$ cat src/hdl/dcache_consts.svh
`ifndef DCACHE_CONSTS_SVH
`define DCACHE_CONSTS_SVH

// Bus widths
`define DC_ADDR_W      32
`define DC_WORD_W      32
`define DC_STRB_W      4

// Direct mapped cache geometry
`define DC_TAG_W       19
`define DC_INDEX_W     7
`define DC_OFFSET_W    4
`define DC_LINE_WORDS  16
`define DC_LINES       128

`endif

$ cat src/hdl/dcache_pkg.sv
`default_nettype none

`include "dcache_consts.svh"

package dcache_pkg;

    typedef struct packed {
        logic [`DC_TAG_W-1:0]    tag;
        logic [`DC_INDEX_W-1:0]  index;
        logic [`DC_OFFSET_W-1:0] offset;
        logic [1:0]              byte_sel;
    } addr_fields_t;

    // Tag in the low bits
    typedef struct packed {
        logic [`DC_LINE_WORDS-1:0][`DC_WORD_W-1:0] words;
        logic [`DC_TAG_W-1:0]                      tag;
    } line_t;

    typedef struct packed {
        logic                  en;
        logic [`DC_STRB_W-1:0] wstrb;      // Zero for a read
        logic [`DC_ADDR_W-1:0] addr;
        logic [`DC_WORD_W-1:0] wdata;
        logic                  uncached;
    } cpu_req_t;

    typedef struct packed {
        logic [`DC_ADDR_W-1:0] addr;
        logic                  valid;
        logic                  uncached;
    } rd_req_t;

    typedef struct packed {
        logic [`DC_WORD_W-1:0] data;
        logic                  valid;
        logic                  last;
    } rd_rsp_t;

    typedef struct packed {
        logic [`DC_ADDR_W-1:0] addr;
        logic                  valid;
        logic                  uncached;
        logic [`DC_STRB_W-1:0] strb;
    } wr_req_t;

    typedef struct packed {
        logic [`DC_WORD_W-1:0] data;
        logic                  valid;
        logic                  last;
        logic [`DC_STRB_W-1:0] strb;
    } wr_beat_t;

    typedef struct packed {
        logic addr_ok;
        logic wready;
        logic bvalid;
    } wr_rsp_t;

    typedef struct packed {
        logic                  start;
        logic                  line;       // 1 for a 16 beat writeback
        logic [`DC_ADDR_W-1:0] addr;
        logic [`DC_WORD_W-1:0] word;
        logic [`DC_STRB_W-1:0] strb;
    } wb_cmd_t;

    typedef enum logic [2:0] {
        IDLE,
        CACHED_RSHAKE,
        CACHED_RWAIT,
        CACHED_WWAIT,
        CACHED_REFILL,
        UNCACHED_RSHAKE,
        UNCACHED_RETURN,
        UNCACHED_WWAIT
    } ctrl_state_t;

    typedef enum logic [1:0] {
        WIDLE,
        WSHAKE,
        WWRITE,
        WRESULT
    } wr_state_t;

endpackage

`default_nettype wire

$ cat src/hdl/dcache_write_engine.sv
`default_nettype none

`include "dcache_consts.svh"

module dcache_write_engine (
    input  wire logic             clk,
    input  wire logic             rst,
    input  dcache_pkg::wb_cmd_t   wb_cmd,
    input  dcache_pkg::line_t     rline,
    input  dcache_pkg::wr_rsp_t   wr_rsp,
    output dcache_pkg::wr_req_t   wr_req,
    output dcache_pkg::wr_beat_t  wr_beat,
    output logic                  wb_busy,
    output logic                  wb_done
);

    dcache_pkg::wr_state_t    state, next_state;
    dcache_pkg::wb_cmd_t      cmd;
    logic [`DC_OFFSET_W-1:0]  beat_cnt;

    always_ff @(posedge clk) begin
        if (rst) begin
            state <= dcache_pkg::WIDLE;
        end else begin
            state <= next_state;
        end
    end

    always_ff @(posedge clk) begin
        if (state == dcache_pkg::WIDLE && wb_cmd.start) begin
            cmd <= wb_cmd;
        end
    end

    always_ff @(posedge clk) begin
        if (rst || state != dcache_pkg::WWRITE) begin
            beat_cnt <= '0;
        end else if (wr_rsp.wready) begin
            beat_cnt <= beat_cnt + 1'b1;
        end
    end

    assign wb_busy = (state != dcache_pkg::WIDLE);
    assign wb_done = (state == dcache_pkg::WRESULT) && wr_rsp.bvalid;

    always_comb begin
        next_state = state;
        wr_req     = '0;
        wr_beat    = '0;

        unique case (state)
            dcache_pkg::WIDLE: begin
                if (wb_cmd.start) begin         // Address goes out right away
                    wr_req.valid    = 1'b1;
                    wr_req.addr     = wb_cmd.addr;
                    wr_req.uncached = !wb_cmd.line;
                    wr_req.strb     = wb_cmd.line ? {`DC_STRB_W{1'b1}} : wb_cmd.strb;
                    next_state = wr_rsp.addr_ok ? dcache_pkg::WWRITE : dcache_pkg::WSHAKE;
                end
            end
            dcache_pkg::WSHAKE: begin
                wr_req.valid    = 1'b1;
                wr_req.addr     = cmd.addr;
                wr_req.uncached = !cmd.line;
                wr_req.strb     = cmd.line ? {`DC_STRB_W{1'b1}} : cmd.strb;
                if (wr_rsp.addr_ok) begin
                    next_state = dcache_pkg::WWRITE;
                end
            end
            dcache_pkg::WWRITE: begin
                wr_beat.valid = 1'b1;
                wr_beat.data  = cmd.line ? rline.words[beat_cnt] : cmd.word;
                wr_beat.strb  = cmd.line ? {`DC_STRB_W{1'b1}} : cmd.strb;
                wr_beat.last  = !cmd.line || (&beat_cnt);
                if (wr_rsp.wready && wr_beat.last) begin
                    next_state = dcache_pkg::WRESULT;
                end
            end
            dcache_pkg::WRESULT: begin
                if (wr_rsp.bvalid) begin
                    next_state = dcache_pkg::WIDLE;
                end
            end
            default: next_state = dcache_pkg::WIDLE;
        endcase
    end

    // Controller only starts a write once the engine is free
    a_no_overlap: assert property (@(posedge clk) disable iff (rst)
        wb_cmd.start |-> !wb_busy);

endmodule

`default_nettype wire

$ cat config.mk
export PLATFORM = sky130hd
export DESIGN_NAME = dcache_write_engine
export DESIGN_NICKNAME = d
export VERILOG_FILES = /design/src/hdl/dcache_pkg.sv /design/src/hdl/dcache_write_engine.sv
export VERILOG_INCLUDE_DIRS = /design/src /design/src/hdl
export SDC_FILE = /design/constraint.sdc
export NUM_CORES = 1
export LEC_CHECK = 0
export ABC_AREA = 1
export BUFFER_PORTS_ARGS = -buffer_cell sky130_fd_sc_hd__buf_2
export CAP_MARGIN = 20
export CORE_AREA = 2 2 269 271
export CTS_CLUSTER_DIAMETER = 150
export DETAILED_ROUTE_END_ITERATION = 8
export DIE_AREA = 0 0 271 273
export PLACE_DENSITY = 0.38
export RECOVER_POWER = 25
export SYNTH_ARGS = -nofsm -noshare
export SYNTH_HDL_FRONTEND = slang
export SYNTH_SLANG_ARGS = --single-unit
$ cat constraint.sdc
create_clock -name clk -period 10.4 [get_ports clk]
set_input_delay 0.52 -clock clk [delete_from_list [all_inputs] [get_ports clk]]
set_output_delay 0.52 -clock clk [all_outputs]
set_load 0.05 [all_outputs]
==> flow_metrics.env, run 1 <==
export IMPL_status="finished clean"
export IMPL_wl_per_cell_microns=18.05
export IMPL_synth_seq_cells=75
export IMPL_synth_seq_area_share_pct=23.33
export IMPL_die_area_sq_um=73980
export IMPL_start_kind="register"
export IMPL_grt_pass1_wl_microns=82990
export IMPL_setup_viol_count_final=0
export IMPL_syn2layout_area_growth_pct=46.13
export IMPL_ir_drop_mv=0.1511
export IMPL_rows=98
export IMPL_core_sq_um=71000
export IMPL_stdcell_area_sq_um=13730
export IMPL_end_kind="output pin"
export IMPL_h_tree_depth=3
export IMPL_pre_cts_ws_ns=6.733
export IMPL_clk_pin_slew_worst_paths_ns=0.07
export IMPL_reg2regPathDepth=6
export IMPL_wl_microns=58620
export IMPL_worst_r2r_setup_slack_ns=8.29
export IMPL_cts_setup_buffers=0
export IMPL_clock_skew_ns=0.01329
export IMPL_nNetsFinal=2900
export IMPL_antenna_found_initial=11
export IMPL_die_w_microns=271
export IMPL_syn_area_sq_um=9395
export IMPL_cts_buffers=9
export IMPL_drt_pass1_iterations=5
export IMPL_hold_path_class="primary input to register"
export IMPL_maxCapViolations=0
export IMPL_required_ns=9.88
export IMPL_layout_commonest_cell="buf_2"
export IMPL_rr_endpoint="cmd[10]"
export IMPL_layout_common_cells="buf_2, nand2_1, nand3_1, inv_1, edfxtp_1"
export IMPL_setup_tns_final_ns=0
export IMPL_cts_tree="yes"
export IMPL_fin_ws_ns=6.544
export IMPL_io_buffers=664
export IMPL_die_h_microns=273
export IMPL_finalCriticalPeriod_ns=3.856
export IMPL_route_detailed_drc=0
export IMPL_top_usage_layer="met2"
export IMPL_gp_congestion=0.8138
export IMPL_grt_usage_pct=15.23
export IMPL_netlist_instances=1712
export IMPL_worst_pin_slew_ns=0.8535
export IMPL_p_leak_uw=0.007981
export IMPL_synthesis_nets=2323
export IMPL_fin_crit_sh_pct=37.08
export IMPL_holdBufCountCts=0
export IMPL_holdPathEnd="cmd[29]"
export IMPL_rsz0062_at_grt="false"
export IMPL_antenna_left=0
export IMPL_holdPathStages=1
export IMPL_crit_arrival_ns=3.34
export IMPL_hold_viol_final=0
export IMPL_vias=12485
export IMPL_postSynthAreaPerCell_sq_um=5.488
export IMPL_finalPower_uw=2007
export IMPL_critPathMaxFanout=80
export IMPL_grt_pass1_vias=12321
export IMPL_hp_start="wb_cmd[29]"
export IMPL_power_density_nw_per_um2=146.2
export IMPL_placed_area_sq_um=13380
export IMPL_synthDistinctLibCells=22
export IMPL_worstSetupPathType="register to output pin"
export IMPL_synth_top_area_share_pct=24.97
export IMPL_maxSlewHeadroom_pct=43.10
export IMPL_gr_usage_met2_pct=28.25
export IMPL_ctsResizeCount=0
export IMPL_cts_sinks=75
export IMPL_drt_initial_drc_count=563
export IMPL_grtUsageMet3_pct=3.875
export IMPL_synth_top_area_cell="nand2_1"
export IMPL_clock_path_buffers=2
export IMPL_grt_max_degree=128
export IMPL_io_pins=684
export IMPL_grtUsageMet1_pct=17.54
export IMPL_clk_latency_ns=0.37
export IMPL_synth_area_leaders="nand2_1, edfxtp_1, nand3_1, inv_1, a21oi_1"
export IMPL_yosysWarnings=0
export IMPL_dp_final_hpwl_microns=46000
export IMPL_drive_gt1_share_pct=30.69
export IMPL_r2r_start="state[0]"
export IMPL_initial_core_util_pct=13.23
export IMPL_final_util_pct=19.34
export IMPL_drv_slew=0
export IMPL_root_buffer="clkbuf_16"
export IMPL_fmax_mhz=259.3
export IMPL_vias_per_cell=3.845
export IMPL_gr_total_overflow=0
per-stage QoR:
stage / instances / hold slack [ns]
2_1_floorplan: 1712 / 0.5144
3_3_place_gp: 3227 / 0.5628
3_5_place_dp: 3227 / 0.5599
4_1_cts: 3243 / 0.2898
5_1_grt: 3246 / 0.2969
6_report: 3247 / 0.3208
logic make-up after synthesis:
logic type                 Yosys count  share of synthesized area, %
buffers and inverters              457                         21.04
DFF                                 75                         23.33
AOI/OAI and AO/OA                  145                         9.056
adders and majority gates            5                        0.6659
and+or+nand+nor                   1030                         45.90
synth_stat cells (all sizes together):
cell / n
nand3: 352
a21oi: 68
o21ai: 42
nor3: 3
a22o: 32
dfxtp: 6
ha: 5
clkbuf: 23
inv: 338
edfxtp: 69
nand2: 625
nor2: 49
buf: 96
o22ai: 2
o21a: 1
nor4: 1
worst max-delay path, stage by stage, from the launching register on:
cell,delay (ns)
dfxtp_4,0.47
inv_6,0.55
buf_4,0.66
nand3_1,0.17
nand3_1,0.17
nand3_1,0.26
a21oi_1,0.32
buf_2,0.32
where the power goes:
group / internal (uW) / total, uW / switching (uW)
clock: 214 / 372 / 158
combinational: 321 / 1200 / 880
sequential: 410 / 434 / 23.5
cell type report:
| type | instances | area, sq um |
|---|---|---|
| Clock inverter | 6 | 96.34 |
| Antenna cell | 3 | 7.507 |
| Tap cell | 950 | 1189 |
| Multi-Input combinational cell | 1180 | 5229 |
| Fill cell | 8498 | 57270 |
| Timing Repair Buffer | 685 | 3495 |
| Clock buffer | 10 | 229.0 |
| Inverter | 338 | 1284 |
| Sequential cell | 75 | 2201 |
per-layer routing:
metal  wire (microns)  share of wire (%)  vias to the layer above
met4              825                1.4                       10
met3             3855                6.6                       34
li1                 -                  -                     6460
met1            23710                 40                     5552
met5               74               0.13                        -
met2            30160                 51                      429
worst max path at each step:
stage                 from  slack [ns]         end  cells past startpoint
3_3_place_gp   beat_cnt[1]        6.75  wr_beat[9]                      7
3_5_place_dp   beat_cnt[1]        6.73  wr_beat[9]                      7
5_1_grt        beat_cnt[1]        6.24  wr_beat[9]                      7
6_report       beat_cnt[1]        6.54  wr_beat[9]                      7
2_1_floorplan     state[0]        6.09   wr_req[0]                      7
4_1_cts        beat_cnt[1]        6.31  wr_beat[9]                      7
state kept, by name, summed over array words and instances, names as in the netlist:
name / flops
cmd: 69
beat_cnt: 4
state: 2
Note: power is estimated with default switching activity, not from simulation.
==> run 2, diff against run 1 <==
CORE_AREA = 2 2 266 268   (was 2 2 269 271)
DIE_AREA = 0 0 268 270   (was 0 0 271 273)
clock period = 4 ns   (was 10.4 ns; I/O delays follow)
==> run 2 against run 1 <==
Compared with the run above: register-to-register slack got worse by 6.6 ns; worst hold slack got worse by 0.24 ns; cell area rose by 5.4%; global-route usage fell by 0.20 points; combinational power rose to 2.7 times the previous value; total power rose to 2.6 times the previous value; critical endpoint is now wr_beat[10]; utilization rose by 1.5 points; flip-flop and latch count did not move; sequential power rose to 2.6 times the previous value.
==> flow_metrics.env, run 2 (same netlist as run 1, synthesis figures left out) <==
export IMPL_status="finished clean"
export IMPL_setup_viol_count_final=0
export IMPL_io_pins=684
export IMPL_power_frac_seq_pct=21.3
export IMPL_gr_total_overflow=0
export IMPL_largest_reg_flops=69
export IMPL_finalCriticalPeriod_ns=3.033
export IMPL_placed_area_sq_um=13540
export IMPL_clk_pin_slew_worst_paths_ns=0.07
export IMPL_hold_path_class="primary input to register"
export IMPL_finalPower_uw=5308
export IMPL_clk_latency_ns=0.37
export IMPL_reg_top3="cmd: 69 flops, beat_cnt: 4 flops, state: 2 flops"
export IMPL_crit_arrival_ns=2.83
export IMPL_cts_sinks=75
export IMPL_grt_usage_pct=15.03
export IMPL_route_detailed_drc=0
export IMPL_worst_r2r_setup_slack_ns=1.64
export IMPL_die_w_microns=268
export IMPL_clkPwrFrac_pct=18.5
export IMPL_die_area_sq_um=72360
export IMPL_holdPathStages=1
export IMPL_dp_final_hpwl_microns=45060
export IMPL_wl_microns=56850
export IMPL_crit_chain="inv_8 -> buf_4 -> nand2_1 -> nand3_1 -> a21oi_1 -> nor2_1 -> a21oi_1 -> buf_2"
export IMPL_holdPathEnd="cmd[3]"
export IMPL_fin_ws_ns=0.9675
export IMPL_h_tree_depth=3
export IMPL_antenna_left=0
export IMPL_power_density_nw_per_um2=366.9
export IMPL_max_stage_delay_ns=0.54
export IMPL_p_switching_uw=2785
export IMPL_required_ns=3.80
export IMPL_reg2regPathDepth=9
export IMPL_drv_slew=0
export IMPL_swShare_pct=52.47
export IMPL_ir_drop_mv=0.3479
export IMPL_grt_pass1_vias=12868
export IMPL_end_kind="output pin"
export IMPL_worst_pin_slew_ns=0.8349
export IMPL_fin_crit_sh_pct=75.81
export IMPL_gp_congestion=0.8083
export IMPL_clock_skew_ns=0.01462
export IMPL_critPathMaxFanout=131
export IMPL_layout_commonest_cell="buf_2"
export IMPL_start_kind="register"
export IMPL_cts_tree="yes"
export IMPL_drive_gt1_share_pct=29.21
export IMPL_fmax_mhz=329.8
export IMPL_r2r_start="beat_cnt[1]"
export IMPL_p_comb_share_pct=60.2
export IMPL_hold_viol_final=0
export IMPL_hp_start="wb_cmd[3]"
export IMPL_crit_path_top_delay_cell="inv_8"
export IMPL_root_buffer="clkbuf_16"
export IMPL_p_int_uw=2523
export IMPL_setup_tns_final_ns=0
export IMPL_worstSetupPathType="register to output pin"
export IMPL_vias=12813
export IMPL_maxSlewHeadroom_pct=44.34
export IMPL_core_sq_um=69540
export IMPL_grt_max_degree=132
export IMPL_top_register="cmd"
export IMPL_rr_endpoint="state[1]"
export IMPL_nNetsFinal=2972
export IMPL_stdcell_area_sq_um=14470
export IMPL_wl_per_cell_microns=17.16
export IMPL_initial_core_util_pct=13.51
export IMPL_cp_common_cell="a21oi_1"
export IMPL_rows=97
export IMPL_vias_per_cell=3.869
export IMPL_clock_path_buffers=2
export IMPL_pre_cts_ws_ns=1.233
export IMPL_maxCapViolations=0
export IMPL_io_buffers=664
export IMPL_p_leak_uw=0.008250
export IMPL_die_h_microns=270
export IMPL_drt_initial_drc_count=538
export IMPL_syn2layout_area_growth_pct=53.99
export IMPL_grt_pass1_wl_microns=80510
export IMPL_rsz0062_at_grt="false"
export IMPL_cts_buffers=9
export IMPL_antenna_found_initial=9
export IMPL_layout_common_cells="buf_2, nand2_1, nand3_1, inv_1, edfxtp_1"
export IMPL_drt_pass1_iterations=5
export IMPL_ctsResizeCount=0
[run 2: per-layer routing]
layer | vias up | track usage, % | wire length, microns
li1 | 6602 | - | -
met1 | 5721 | 16.25 | 22200
met2 | 448 | 28.56 | 29520
met3 | 40 | 3.729 | 3964
met4 | 2 | 4.102 | 1157
met5 | - | 0 | 11
[run 2: stage by stage]
stage / cells / util (%) / hold slack (ns)
after floorplan: 1712 / - / 0.2989
after global placement: 3228 / 19.47 / 0.3771
after detailed placement: 3228 / 19.47 / 0.3784
after CTS: 3306 / 20.83 / 0.002745
after global routing: 3311 / 20.80 / 0.06183
final: 3312 / 20.80 / 0.08038
[run 2: power by group through the flow]
| stage | logic [uW] | clock network, uW | registers (uW) |
|---|---|---|---|
| 3_3_place_gp | 3250 | 0 | 1150 |
| 2_1_floorplan | 2120 | 0 | 1130 |
| 5_1_grt | 3520 | 1040 | 1150 |
| 4_1_cts | 3290 | 1030 | 1140 |
| 6_report | 3200 | 980 | 1130 |
| 3_5_place_dp | 3230 | 0 | 1150 |
[run 2: cell type report]
type / instances / area (sq um)
inverters: 338 / 1281
multi-input cells: 1180 / 5229
clock buffers: 10 / 229.0
flip-flops and latches: 75 / 2201
well taps: 940 / 1176
diodes: 6 / 15.01
repair buffers: 757 / 4243
clock inverters: 6 / 93.84
fillers: 8311 / 55080
[run 2: worst max-delay path: cells and delay by family (launching register included)]
kind / cells / cell delay, ns
flip-flops: 1 / 0.37
AND/OR/NAND/NOR: 3 / 0.60
AO/OA/AOI/OAI: 2 / 0.18
buffers and inverters: 3 / 1.22
[run 2: repair_timing]
item,CTS,global route
hold buffers,62,0
buffers inserted,0,0
endpoints found under the hold margin,62,0
[run 2: worst max path at each step]
stage	cells past startpoint	from	to	slack (ns)
6_report	8	beat_cnt[0]	wr_beat[10]	0.97
3_5_place_dp	7	beat_cnt[1]	wr_beat[15]	1.23
3_3_place_gp	7	beat_cnt[1]	wr_beat[15]	1.21
2_1_floorplan	7	state[0]	wr_req[0]	0.008
4_1_cts	7	beat_cnt[1]	wr_beat[15]	0.80
5_1_grt	8	beat_cnt[1]	wr_beat[37]	0.78
